<file path="src/peak_pkg.sv">
package peak_pkg;

    // the four line sets at the top level fix this count.
    localparam int NUM_CHANNELS = 4;

    // widest sample any receiver can be built for.
    localparam int SAMPLE_BITS_MAX = 16;

    // one ADC sample is right aligned and bits above SAMPLE_BITS stay zero.
    typedef logic [SAMPLE_BITS_MAX-1:0] sample_t;

    // select code for max_value.
    typedef logic [2:0] channel_sel_t;

    localparam channel_sel_t CH_SEL_1 = 3'd1;
    localparam channel_sel_t CH_SEL_2 = 3'd2;
    localparam channel_sel_t CH_SEL_3 = 3'd3;
    localparam channel_sel_t CH_SEL_4 = 3'd4;

    // peaks of one window with channel 1 in slot 0.
    typedef struct packed {
        sample_t [NUM_CHANNELS-1:0] peaks;
        logic    [NUM_CHANNELS-1:0] seen;   // channel got at least one sample.
    } peak_set_t;

    // receiver framing states.
    typedef enum logic [1:0] {
        RX_IDLE,
        RX_SHIFTING,
        RX_DONE
    } rx_state_t;

endpackage

</file>
<file path="src/spi_sample_rx.sv">
`timescale 1ns/100ps

module spi_sample_rx #(
    parameter int SAMPLE_BITS = 12
) (
    input  logic              clk,
    input  logic              reset,
    input  logic              sclk,
    input  logic              cs_n,
    input  logic              miso,
    output logic              sample_valid,
    output peak_pkg::sample_t sample,
    output logic              frame_error
);

    // one spare code so an overlong frame can never wrap back to a legal count.
    localparam int CNT_BITS = $clog2(peak_pkg::SAMPLE_BITS_MAX + 2);
    localparam logic [CNT_BITS-1:0] CNT_MAX = '1;
    localparam logic [CNT_BITS-1:0] CNT_EXPECT = CNT_BITS'(SAMPLE_BITS);

    logic [1:0] sclk_sync;
    logic [1:0] cs_sync;
    logic [1:0] miso_sync;
    logic       sclk_prev;
    logic       cs_prev;
    logic       sclk_rise;
    logic       cs_fall;
    logic       cs_rise;

    peak_pkg::rx_state_t state;
    logic [CNT_BITS-1:0] bit_count;
    logic                length_ok;
    peak_pkg::sample_t   shift_reg;

    always_ff @(posedge clk) begin
        if (reset) begin
            sclk_sync <= 2'b00;
            cs_sync   <= 2'b11;   // chip select idles high.
            miso_sync <= 2'b00;
            sclk_prev <= 1'b0;
            cs_prev   <= 1'b1;
        end else begin
            sclk_sync <= {sclk_sync[0], sclk};
            cs_sync   <= {cs_sync[0], cs_n};
            miso_sync <= {miso_sync[0], miso};
            sclk_prev <= sclk_sync[1];
            cs_prev   <= cs_sync[1];
        end
    end

    assign sclk_rise = sclk_sync[1] & ~sclk_prev;
    assign cs_fall   = ~cs_sync[1] & cs_prev;
    assign cs_rise   = cs_sync[1] & ~cs_prev;

    always_ff @(posedge clk) begin
        if (reset) begin
            state     <= peak_pkg::RX_IDLE;
            bit_count <= '0;
            length_ok <= 1'b0;
        end else begin
            case (state)
                peak_pkg::RX_IDLE: begin
                    if (cs_fall) begin
                        state     <= peak_pkg::RX_SHIFTING;
                        bit_count <= '0;
                    end
                end
                peak_pkg::RX_SHIFTING: begin
                    if (cs_rise) begin
                        state     <= peak_pkg::RX_DONE;
                        length_ok <= (bit_count == CNT_EXPECT);
                    end else if (sclk_rise && bit_count != CNT_MAX) begin
                        bit_count <= bit_count + 1'b1;   // saturates on long frames.
                    end
                end
                default: begin
                    // done is held for one cycle to form the strobes.
                    state     <= cs_fall ? peak_pkg::RX_SHIFTING : peak_pkg::RX_IDLE;
                    bit_count <= '0;
                end
            endcase
        end
    end

    // cleared at frame start so a legal frame leaves the upper bits zero.
    always_ff @(posedge clk) begin
        if (cs_fall) begin
            shift_reg <= '0;
        end else if (state == peak_pkg::RX_SHIFTING && sclk_rise && !cs_rise) begin
            shift_reg <= {shift_reg[peak_pkg::SAMPLE_BITS_MAX-2:0], miso_sync[1]};
        end
    end

    assign sample_valid = (state == peak_pkg::RX_DONE) & length_ok;
    assign frame_error  = (state == peak_pkg::RX_DONE) & ~length_ok;
    assign sample       = shift_reg;

endmodule

</file>
<file path="src/peak_tracker.sv">
`timescale 1ns/100ps

module peak_tracker (
    input  logic              clk,
    input  logic              reset,
    input  logic              sample_valid,
    input  peak_pkg::sample_t sample,
    input  logic              window_end,
    output peak_pkg::sample_t running_max,
    output logic              seen
);

    logic take_sample;

    // the first sample of a window always wins, even a zero.
    assign take_sample = sample_valid & (~seen | (sample > running_max));

    always_ff @(posedge clk) begin
        if (reset) begin
            seen <= 1'b0;
        end else if (window_end) begin
            seen <= sample_valid;   // a coincident sample opens the new window.
        end else if (take_sample) begin
            seen <= 1'b1;
        end
    end

    // the value only counts while seen is set.
    always_ff @(posedge clk) begin
        if (window_end) begin
            if (sample_valid) begin
                running_max <= sample;
            end
        end else if (take_sample) begin
            running_max <= sample;
        end
    end

endmodule

</file>
<file path="src/peak_publisher.sv">
`timescale 1ns/100ps

module peak_publisher #(
    parameter int WINDOW_CYCLES = 100000
) (
    input  logic                                             clk,
    input  logic                                             reset,
    input  peak_pkg::channel_sel_t                           channel_sel,
    input  peak_pkg::sample_t [peak_pkg::NUM_CHANNELS-1:0]   running_max,
    input  logic [peak_pkg::NUM_CHANNELS-1:0]                seen,
    output logic                                             window_end,
    output logic                                             peak_valid,
    output peak_pkg::peak_set_t                              peak_set,
    output peak_pkg::sample_t                                max_value
);

    localparam int CNT_BITS = $clog2(WINDOW_CYCLES);
    localparam logic [CNT_BITS-1:0] LAST_COUNT = CNT_BITS'(WINDOW_CYCLES - 1);

    logic [CNT_BITS-1:0] window_count;
    peak_pkg::peak_set_t latch_set;

    always_ff @(posedge clk) begin
        if (reset) begin
            window_count <= '0;
        end else if (window_end) begin
            window_count <= '0;
        end else begin
            window_count <= window_count + 1'b1;
        end
    end

    assign window_end = (window_count == LAST_COUNT);

    // unseen channels publish zero whatever their tracker holds.
    always_comb begin
        latch_set.seen = seen;
        for (int ch = 0; ch < peak_pkg::NUM_CHANNELS; ch++) begin
            latch_set.peaks[ch] = seen[ch] ? running_max[ch] : '0;
        end
    end

    always_ff @(posedge clk) begin
        if (reset) begin
            peak_set   <= '0;
            peak_valid <= 1'b0;
        end else begin
            peak_valid <= window_end;
            if (window_end) begin
                peak_set <= latch_set;
            end
        end
    end

    always_comb begin
        case (channel_sel)
            peak_pkg::CH_SEL_1: max_value = peak_set.peaks[0];
            peak_pkg::CH_SEL_2: max_value = peak_set.peaks[1];
            peak_pkg::CH_SEL_3: max_value = peak_set.peaks[2];
            peak_pkg::CH_SEL_4: max_value = peak_set.peaks[3];
            default:            max_value = '0;   // codes 0, 5, 6 and 7 read as zero.
        endcase
    end

endmodule

</file>
<file path="src/spi_peak_monitor.sv">
`timescale 1ns/100ps

module spi_peak_monitor #(
    parameter int SAMPLE_BITS   = 12,
    parameter int WINDOW_CYCLES = 100000
) (
    input  logic                              clk,
    input  logic                              reset,
    input  logic [peak_pkg::NUM_CHANNELS-1:0] sclk,       // bit 0 is channel 1.
    input  logic [peak_pkg::NUM_CHANNELS-1:0] cs_n,
    input  logic [peak_pkg::NUM_CHANNELS-1:0] miso,
    input  peak_pkg::channel_sel_t            channel_sel,
    output peak_pkg::sample_t                 max_value,
    output peak_pkg::peak_set_t               peak_set,
    output logic                              peak_valid,
    output logic [peak_pkg::NUM_CHANNELS-1:0] frame_error
);

    logic [peak_pkg::NUM_CHANNELS-1:0]              sample_valid;
    peak_pkg::sample_t [peak_pkg::NUM_CHANNELS-1:0] sample;
    peak_pkg::sample_t [peak_pkg::NUM_CHANNELS-1:0] running_max;
    logic [peak_pkg::NUM_CHANNELS-1:0]              seen;
    logic                                           window_end;

    generate
        for (genvar ch = 0; ch < peak_pkg::NUM_CHANNELS; ch++) begin : g_channel
            spi_sample_rx #(
                .SAMPLE_BITS (SAMPLE_BITS)
            ) u_rx (
                .clk          (clk),
                .reset        (reset),
                .sclk         (sclk[ch]),
                .cs_n         (cs_n[ch]),
                .miso         (miso[ch]),
                .sample_valid (sample_valid[ch]),
                .sample       (sample[ch]),
                .frame_error  (frame_error[ch])
            );

            peak_tracker u_tracker (
                .clk          (clk),
                .reset        (reset),
                .sample_valid (sample_valid[ch]),
                .sample       (sample[ch]),
                .window_end   (window_end),
                .running_max  (running_max[ch]),
                .seen         (seen[ch])
            );
        end
    endgenerate

    // one window counter serves all four trackers.
    peak_publisher #(
        .WINDOW_CYCLES (WINDOW_CYCLES)
    ) u_publisher (
        .clk         (clk),
        .reset       (reset),
        .channel_sel (channel_sel),
        .running_max (running_max),
        .seen        (seen),
        .window_end  (window_end),
        .peak_valid  (peak_valid),
        .peak_set    (peak_set),
        .max_value   (max_value)
    );

endmodule

</file>
<file path="config.mk">
export PLATFORM = sky130hd
export DESIGN_NAME = spi_peak_monitor
export DESIGN_NICKNAME = d
export VERILOG_FILES = /design/src/peak_pkg.sv /design/src/spi_sample_rx.sv /design/src/peak_tracker.sv /design/src/peak_publisher.sv /design/src/spi_peak_monitor.sv
export SDC_FILE = /design/constraint.sdc
export NUM_CORES = 1
export LEC_CHECK = 0
export BUFFER_PORTS_ARGS = -buffer_cell sky130_fd_sc_hd__buf_2
export CAP_MARGIN = 20
export CORE_UTILIZATION = 60
export CTS_CLUSTER_SIZE = 28
export DETAILED_ROUTE_END_ITERATION = 6
export PLACE_DENSITY = 0.8
export SYNTH_ARGS = -nofsm -noshare
export SYNTH_HDL_FRONTEND = slang
export SYNTH_HIERARCHICAL = 1
export SYNTH_SLANG_ARGS = --single-unit
</file>
<file path="constraint.sdc">
create_clock -name clk -period 4.14 [get_ports clk]
set_input_delay 0.828 -clock clk [delete_from_list [all_inputs] [get_ports clk]]
set_output_delay 0.828 -clock clk [all_outputs]
set_load 0.05 [all_outputs]
</file>
==> out/results.ini, run 1 <==
[sta]
worst_slew_pin_slew_ns=1.07
whs_ns=0.406
setup_violations=0
rsz0062_at_grt=false
final_max_slew_viol_count=0
worst_slack_ns=0.742
timing.fmax_mhz=294
finalCritPeriodShare_pct=82.1
relSlewSlack_pct=28.7
min_period_ns=3.40
hold_viol=0
tns_ns=0
skew_ns=0.0134

[cts]
cts_buffer_depth=3
cts_hold_buf=0
cts_tree=done
cts_sinks=282
clk_latency_ns=0.54
cts_setup_buffers=0
cts_buffers=29
root_buffer=clkbuf_16
cts_resized=0
h-tree-depth=1
cts.reportedPaths.clkPinSlew_ns=0.06

[job]
cap_violations=0

[placement]
dp.cells=1526
dp_hpwl_um=19300
port_buffers=105
gp_congestion=0.874
dp_slack_ns=0.808

[final_layout]
layoutNonFillerInstCount=1582
areaGrowthSynthToFinish_pct=12.5
antenna_cells=0
utilization_pct=69.7
fin_nets=1389
drive_gt1_share_pct=15.2

[floorplanning]
initial_core_util_pct=62.0
io_pins=106
dieArea_mm2=0.0209
rows=51
coreArea_mm2=0.0197
die_y_um=145
die_x_um=145

[worst_setup_path]
crit_required_ns=3.31
worstSetupPathType=in2out
cp.arrival_ns=2.57
end_kind=primary output
cp-start-kind=input pin
worstPathMaxFanout=16

[global_route]
grtUsageTotal_pct=25.6
grt_most_used_layer=met2
grt_max_degree=57
grtUsageMet3_pct=4.18
antenna_found_initial=1
overflow=0
grt_util_met2_pct=43.1
grt_pass1_vias=8234
grt_pass1_wl_um=41800
use_met1_pct=33.7

[synth]
syn_nets=1296
ys_warn_count=6
netlist_instances=1202
synth.most_common_cell=dfxtp_1
synth_top_area_share_pct=35.7
synth_ff_type=dfxtp_1
ys_ff_latch=282
ys_top_cells_by_count=dfxtp_1, nand2_1, a21oi_1
yosys.area.top_type=dfxtp_1
avgSynthCellArea_um2=10.2
yosys-top-cells-area=dfxtp_1, edfxtp_1, ha_1
syn_area_mm2=0.0122
ys_types=55
synth_edf_count=64
synth_seq_area_share_pct=51.5
synthArstFlopShare_pct=0

[route]
avgViaCountPerCell=5.77
drc_errors=0
drt_iter0_markers=580
wirelength_um=27000
vias=9126
wire_per_inst_um=17.1
drtAntennaViolNets=0
firstDrtPassIters=5

[power]
clockPowerShare_pct=45.6
intPower_uw=4310
power.leakage_uw=0.00596
p_per_area_mw_per_mm2=395
power_frac_seq_pct=52.2
switching_share_pct=20.6
p_comb_share_pct=2.2
ir_drop_mv=0.243
p_switching_uw=1120

[status]
outcome=complete, no violations

[worst_hold_path]
hp-class=reg2reg

[cell usage in the layout (no fill, tap or decap), types with 28 or more instances in the layout]
| cell | n |
|---|---|
| a21oi_1 | 113 |
| a22o_1 | 64 |
| buf_2 | 105 |
| clkbuf_16 | 30 |
| dfxtp_1 | 218 |
| edfxtp_1 | 64 |
| ha_1 | 77 |
| inv_1 | 83 |
| nand2_1 | 159 |
| nand3b_1 | 28 |
| nor2_1 | 33 |
| nor2b_1 | 30 |
[final timing paths]
check                                             startpoint                                     to  slack (ns)  cells after the start
worst max-delay path                          channel_sel[1]                           max_value[6]        0.74                      5
worst min-delay path            g_channel[2].u_rx/cs_sync[0]           g_channel[2].u_rx/cs_sync[1]        0.41                      1
worst max register to register   u_publisher/window_count[4]  g_channel[3].u_tracker/running_max[5]        0.85                      8
worst min register to register  g_channel[2].u_rx/cs_sync[0]           g_channel[2].u_rx/cs_sync[1]        0.41                      1
[worst max-delay path, stage by stage]
cell     delay, ns
buf_2         0.17
nor2b_1       0.82
a22oi_1       0.22
o22ai_1       0.23
buf_2         0.30
[flip-flops by register name, summed over array words and instances (netlist names)]
register	flops
g_channel.u_tracker/running_max	64
g_channel.u_rx/state	8
u_publisher/window_count	17
u_publisher/peak_set	68
g_channel.u_rx/sample	64
g_channel.u_rx/cs_sync	8
g_channel.u_rx/sclk_prev	4
g_channel.u_tracker/seen	4
u_publisher/peak_valid	1
g_channel.u_rx/miso_sync	8
g_channel.u_rx/bit_count	20
g_channel.u_rx/length_ok	4
g_channel.u_rx/sclk_sync	8
g_channel.u_rx/cs_prev	4
[metrics by stage]
| step | instance area, um2 | power (uW) |
|---|---|---|
| floorplan | 12200 | 2980 |
| global route | 13700 | 5620 |
| detailed placement | 12800 | 3010 |
| global placement | 12800 | 3010 |
| finish | 13700 | 5430 |
| CTS | 13700 | 5470 |
[cells by family (layout without fill, tap and decap cells)]
| logic type | count (synthesis) | count (layout) | synth area share, % |
|---|---|---|---|
| AND/OR/NAND/NOR | 407 | 407 | 18.8 |
| adder cells (fa/ha/maj) | 77 | 77 | 7.89 |
| flip-flops | 282 | 282 | 51.5 |
| buffers and inverters | 138 | 253 | 5.31 |
| XOR/XNOR | 14 | 14 | 1.00 |
| AO/OA/AOI/OAI | 268 | 268 | 14.3 |
| multiplexers | 16 | 16 | 1.32 |
[layout make-up]
class | instances | area, um2
Timing Repair Buffer | 117 | 616
Fill cell | 1433 | 5970
Sequential cell | 282 | 6290
Tap cell | 265 | 332
Clock buffer | 39 | 825
Inverter | 83 | 312
Clock inverter | 14 | 97.6
Multi-Input combinational cell | 782 | 5280
[power by group through the flow]
| stage | combinational, uW | sequential [uW] | clock [uW] |
|---|---|---|---|
| 2_1_floorplan | 93.9 | 2890 | 0 |
| 3_5_place_dp | 116 | 2890 | 0 |
| 6_report | 119 | 2830 | 2480 |
| 4_1_cts | 116 | 2830 | 2520 |
| 3_3_place_gp | 114 | 2890 | 0 |
| 5_1_grt | 131 | 2840 | 2650 |
[layer usage]
metal | up-vias | share of wire, %
met5 | - | 0.030
met4 | 2 | 2.3
met3 | 50 | 7.1
met2 | 323 | 47
met1 | 4291 | 44
li1 | 4460 | -
(Power assumes the default switching activity.)
==> run 2: changes to the inputs <==
--- a/config.mk
+++ b/config.mk
@@ -5,6 +5,7 @@
 export SDC_FILE = /design/constraint.sdc
 export NUM_CORES = 1
 export LEC_CHECK = 0
+export ABC_AREA = 1
 export BUFFER_PORTS_ARGS = -buffer_cell sky130_fd_sc_hd__buf_2
 export CAP_MARGIN = 20
 export CORE_UTILIZATION = 60
==> constraint.sdc (replaced) <==
create_clock -name clk -period 3.55 [get_ports clk]
set_input_delay 0.71 -clock clk [delete_from_list [all_inputs] [get_ports clk]]
set_output_delay 0.71 -clock clk [all_outputs]
set_load 0.05 [all_outputs]
==> out/results.ini, run 2 <==
[status]
outcome=complete, but fails checks
violations=design-rule violations

[final_layout]
fill_cells=1824  ; +27%
antenna_cells=0  ; unchanged
areaGrowthSynthToFinish_pct=11.7
final_cell_mix=nand2_1, inv_1, dfxtp_1
layout_commonest_cell=nand2_1
largest_register=u_publisher/peak_set
utilization_pct=68.6  ; -1.1 points
fin_nets=1927  ; +39%
layoutNonFillerInstCount=2135  ; +35%
largest_reg_flops=68  ; unchanged
drive_gt1_share_pct=12.1  ; -3.1 points

[floorplanning]
io_pins=106  ; unchanged
die_x_um=152  ; +4.8%
dieArea_mm2=0.0230  ; +9.9%
initial_core_util_pct=61.4  ; -0.54 points
coreArea_mm2=0.0219  ; +11%
die_y_um=152  ; +4.8%
rows=54  ; +5.9%

[synth]
ys_ff_latch=282  ; unchanged
synth_edf_count=64  ; unchanged
syn_area_mm2=0.0134  ; +10%
synth_top_area_share_pct=32.5  ; -3.3 points
netlist_instances=1752  ; +46%
synth_ff_type=dfxtp_1
synth_seq_area_share_pct=46.8  ; -4.7 points
yosys.area.top_type=dfxtp_1
avgSynthCellArea_um2=7.67  ; -24%
synth.most_common_cell=nand2_1
syn_nets=1846  ; +42%
ys_types=33  ; -40%
synthArstFlopShare_pct=0  ; unchanged
ys_top_cells_by_count=nand2_1, inv_1, dfxtp_1
yosys-top-cells-area=dfxtp_1, edfxtp_1, nand2_1
ys_warn_count=6  ; unchanged

[cts]
cts_resized=0  ; unchanged
cts_tree=done
cts_buffer_depth=3  ; unchanged
cts.reportedPaths.clkPinSlew_ns=0.06  ; about the same
cts_hold_buf=0  ; unchanged
clk_latency_ns=0.55  ; about the same
cts_buffers=29  ; unchanged
h-tree-depth=1  ; unchanged
cts_sinks=282  ; unchanged
root_buffer=clkbuf_16
cts_setup_buffers=0  ; unchanged

[route]
wirelength_um=31400  ; +17%
drc_errors=1  ; +1
avgViaCountPerCell=5.37  ; -7.0%
firstDrtPassIters=7  ; +2
wire_per_inst_um=14.7  ; -14%
vias=11460  ; +26%
drt_iter0_markers=910  ; +57%
drtAntennaViolNets=0  ; unchanged

[worst_setup_path]
cp.arrival_ns=2.34  ; -0.23 ns
worstPathMaxFanout=16  ; unchanged
rr_endpoint=g_channel[0].u_tracker/running_max[3]
ff2ff_path_depth=7  ; -1
reg2reg_slack_ns=0.82  ; -0.03 ns
cp-start-kind=input pin
startpoint=channel_sel[1]
end_kind=primary output
r2r_start=u_publisher/window_count[0]
worstSetupPathType=in2out
crit_required_ns=2.84  ; -0.47 ns
cp-endpoint=max_value[9]

[placement]
dp.cells=2082  ; +36%
gp_congestion=0.894  ; +2.4%
dp_slack_ns=0.507  ; -0.302 ns
dp_hpwl_um=22500  ; +16%
port_buffers=105  ; unchanged

[power]
ir_drop_mv=0.429  ; +77%
power.leakage_uw=0.00756  ; +27%
p_per_area_mw_per_mm2=428  ; +8.4%

[sta]
hold_viol=0  ; unchanged
final_max_slew_viol_count=0  ; unchanged
min_period_ns=3.05
relSlewSlack_pct=40.5  ; +12 points
timing.fmax_mhz=327
worst_slack_ns=0.496  ; -0.246 ns
setup_violations=0  ; unchanged
skew_ns=0.0225  ; +0.00902 ns
rsz0062_at_grt=false
finalCritPeriodShare_pct=86.0
worst_slew_pin_slew_ns=0.893  ; -0.175 ns
tns_ns=0  ; unchanged

[worst_hold_path]
hp-class=in2reg

[global_route]
grtUsageTotal_pct=27.3  ; +1.7 points
grt_most_used_layer=met2
grt_pass1_vias=10408  ; +26%
grt_util_met2_pct=45.5  ; +2.4 points
grt_pass1_wl_um=50400  ; +21%
overflow=0  ; unchanged
grt_max_degree=53  ; -7.0%
use_met1_pct=36.7  ; +3.0 points
antenna_found_initial=0  ; -1
grtUsageMet3_pct=3.47  ; -0.71 points

[job]
cap_violations=0  ; unchanged

-- run 2: logic make-up (layout without fill, tap and decap cells) --
logic type	after synthesis	count (layout)	synth area share (%)
fa+ha+maj	77	77	7.17
flops	282	282	46.8
xor+xnor	8	8	0.521
compound gates	138	138	5.68
simple gates	890	890	29.4
buf+inv	357	460	10.5
-- run 2: how the worst min path moves through the flow --
stage	to	cells past startpoint	slack (ns)	from
floorplan	g_channel[0].u_rx/miso_sync[1]	2	0.39	g_channel[0].u_rx/miso_sync[0]
global placement	g_channel[2].u_rx/sclk_sync[1]	2	0.39	g_channel[2].u_rx/sclk_sync[0]
detailed placement	g_channel[0].u_rx/cs_sync[1]	1	0.39	g_channel[0].u_rx/cs_sync[0]
CTS	g_channel[0].u_rx/cs_sync[0]	2	0.33	cs_n[0]
global route	g_channel[1].u_rx/cs_sync[0]	2	0.35	cs_n[1]
finish	g_channel[0].u_rx/cs_sync[0]	2	0.35	cs_n[0]
-- run 2: metal layers --
| metal | share of wire, % | routed length [um] |
|---|---|---|
| met1 | 44 | 13800 |
| met2 | 47 | 14700 |
| met3 | 6.5 | 2060 |
| met4 | 2.8 | 892 |
| met5 | 0 | 0 |
-- run 2: worst max-delay path: stages --
cell and delay [ns]:
buf_2 0.11, inv_1 0.30, nand3_1 0.14, inv_1 0.46, nand2_1 0.14, o2111ai_1 0.15, buf_2 0.32
-- run 2: area by class of cell --
type / count / area, um2 / area share [%]
flip-flops and latches: 282 / 6290 / 41.8
multi-input cells: 1113 / 5750 / 38.3
inverters: 290 / 1100 / 7.30
clock buffers: 40 / 848 / 5.65
repair buffers: 117 / 616 / 4.10
well taps: 280 / 350 / 2.33
clock inverters: 13 / 72.6 / 0.483
-- run 2: power by group --
part	internal [uW]	switching, uW
logic	61.1	148
clock network	1670	1230
registers	3300	29.9
total	5030	1410
-- run 2: through the flow --
step / hold slack, ns / instance area (um2) / total power (uW)
finish: 0.348 / 15000 / 6440
CTS: 0.331 / 15000 / 6490
global placement: 0.390 / 14100 / 3600
global route: 0.350 / 15000 / 6650
detailed placement: 0.393 / 14100 / 3610
floorplan: 0.388 / 13400 / 3560
==> run 3: changes to the inputs <==
--- a/config.mk
+++ b/config.mk
@@ -8,10 +8,10 @@
 export ABC_AREA = 1
 export BUFFER_PORTS_ARGS = -buffer_cell sky130_fd_sc_hd__buf_2
 export CAP_MARGIN = 20
-export CORE_UTILIZATION = 60
+export CORE_UTILIZATION = 54
 export CTS_CLUSTER_SIZE = 28
 export DETAILED_ROUTE_END_ITERATION = 6
-export PLACE_DENSITY = 0.8
+export PLACE_DENSITY = 0.76
 export SYNTH_ARGS = -nofsm -noshare
 export SYNTH_HDL_FRONTEND = slang
 export SYNTH_HIERARCHICAL = 1
==> constraint.sdc (replaced) <==
create_clock -name clk -period 2.65 [get_ports clk]
set_input_delay 0.53 -clock clk [delete_from_list [all_inputs] [get_ports clk]]
set_output_delay 0.53 -clock clk [all_outputs]
set_load 0.05 [all_outputs]
==> out/results.ini, run 3 (same netlist as run 2, synthesis figures left out) <==
[sta]
relSlewSlack_pct=51.3  ; +11 points
setup_violations=0  ; unchanged
whs_ns=0.164  ; -0.183 ns
min_period_ns=2.37
skew_ns=0.0217  ; -0.000767 ns
rsz0062_at_grt=false
timing.fmax_mhz=421
finalCritPeriodShare_pct=89.6
hold_viol=0  ; unchanged
final_max_slew_viol_count=0  ; unchanged
worst_slew_pin_slew_ns=0.730  ; -0.162 ns
tns_ns=0  ; unchanged

[worst_hold_path]
hp-class=in2reg
min-delay-start=cs_n[1]
hold_path_depth=2  ; unchanged

[global_route]
grt_max_degree=137  ; +160%
grtUsageTotal_pct=24.4  ; -2.9 points
grt_pass1_vias=10483  ; +0.72%
overflow=0  ; unchanged
grt_pass1_wl_um=51400  ; +1.9%
antenna_found_initial=0  ; unchanged

[cts]
cts_resized=0  ; unchanged
root_buffer=clkbuf_16
cts_tree=done
cts_hold_buf=0  ; unchanged
cts_buffer_depth=3  ; unchanged
cts_setup_buffers=0  ; unchanged
cts_sinks=282  ; unchanged
cts_buffers=29  ; unchanged
clk_latency_ns=0.55  ; about the same
h-tree-depth=1  ; unchanged
cts.reportedPaths.clkPinSlew_ns=0.06  ; about the same

[placement]
dp_hpwl_um=22400  ; -0.52%
port_buffers=105  ; unchanged
postPlaceCellArea_mm2=0.0143  ; +1.1%
gp_congestion=0.929  ; +3.9%

[worst_setup_path]
end_kind=primary output
startpoint=channel_sel[2]
r2r_start=u_publisher/window_count[0]
rr_endpoint=g_channel[3].u_tracker/running_max[14]
worstPathMaxFanout=16  ; unchanged
crit_required_ns=2.12  ; -0.72 ns
cp.arrival_ns=1.84  ; -0.50 ns
ff2ff_path_depth=9  ; +2
reg2reg_slack_ns=0.57  ; -0.25 ns
worstSetupPathType=in2out
cp-start-kind=input pin
cp-endpoint=max_value[5]

[power]
power.leakage_uw=0.00761  ; +0.66%
p_per_area_mw_per_mm2=578  ; +35%
ir_drop_mv=0.467  ; +8.8%
p_total_uw=8800  ; +37%

[route]
drc_errors=0  ; -1
firstDrtPassIters=5  ; -2
wirelength_um=31400  ; -0.13%
drt_iter0_markers=985  ; +8.2%
drtAntennaViolNets=0  ; unchanged
vias=11376  ; -0.73%
avgViaCountPerCell=5.22  ; -2.8%
wire_per_inst_um=14.4  ; -2.2%

[floorplanning]
io_pins=106  ; unchanged
die_y_um=160  ; +5.3%
rows=57  ; +5.6%
coreArea_mm2=0.0244  ; +11%
dieArea_mm2=0.0255  ; +11%
die_x_um=160  ; +5.3%
initial_core_util_pct=55.1  ; -6.3 points

[final_layout]
layout.cell_area.non_filler_mm2=0.0152  ; +1.3%
drive_gt1_share_pct=12.0  ; -0.067 points
fill_cells=2139  ; +17%
antenna_cells=0  ; unchanged
largest_reg_flops=68  ; unchanged
areaGrowthSynthToFinish_pct=13.2
layout_commonest_cell=nand2_1
fin_nets=1930  ; +0.16%
largest_register=u_publisher/peak_set
final_cell_mix=nand2_1, inv_1, dfxtp_1

[status]
outcome=complete, no violations

[job]
cap_violations=0  ; unchanged

-- run 3: changes by cell type in the layout (fill, tap and decap cells not counted), sizes merged --
cell      before  now
bufinv         0    1
inv          288  287
clkinvlp       1    0
clkbuf        40   43
buf          117  120
clkinv        14   11
-- run 3: metal layers --
layer | wire [um] | vias to the layer above | track usage, %
met2 | 14400 | 314 | 40.5
met5 | 0 | - | 0
met1 | 14100 | 5246 | 32.5
met4 | 996 | 0 | 8.48
met3 | 1920 | 60 | 3.69
li1 | - | 5756 | -
-- run 3: power breakdown --
| group | leakage, uW | switching, uW | internal (uW) | total, uW |
|---|---|---|---|---|
| combinational | 0.00480 | 196 | 87.6 | 283 |
| clock | 0.000480 | 1640 | 2410 | 4050 |
| sequential | 0.00234 | 39.7 | 4420 | 4460 |
-- run 3: worst min path at each step --
stage	endpoint	slack [ns]
6_report	g_channel[1].u_rx/cs_sync[0]	0.16
5_1_grt	g_channel[0].u_rx/cs_sync[0]	0.15
4_1_cts	g_channel[1].u_rx/cs_sync[0]	0.15
3_5_place_dp	g_channel[1].u_rx/sclk_sync[1]	0.39
3_3_place_gp	g_channel[1].u_rx/sclk_sync[1]	0.39
2_1_floorplan	g_channel[0].u_rx/miso_sync[1]	0.39
-- run 3: cell type report --
cell class,count,area (um2),share of cell area (%)
clock buffer,43,891,5.85
multi-input combinational,1113,5750,37.8
timing repair buffer,120,713,4.69
inverter,290,1100,7.20
clock inverter,9,71.3,0.469
sequential,282,6290,41.3
tap,324,405,2.66
-- run 3: worst max-delay path: stages --
cell	delay (ns)
buf_2	0.16
inv_1	0.11
nand3_1	0.08
inv_1	0.39
nand2_1	0.10
o2111ai_1	0.15
buf_2	0.32
-- run 3: metrics by stage --
stage               util [%]  worst slack, ns  std cells
floorplan                  -            0.285       1752
global placement        58.4            0.356       2129
detailed placement      58.4            0.306       2129
CTS                     62.4            0.307       2181
global route            62.4            0.227       2181
finish                  62.4            0.276       2181
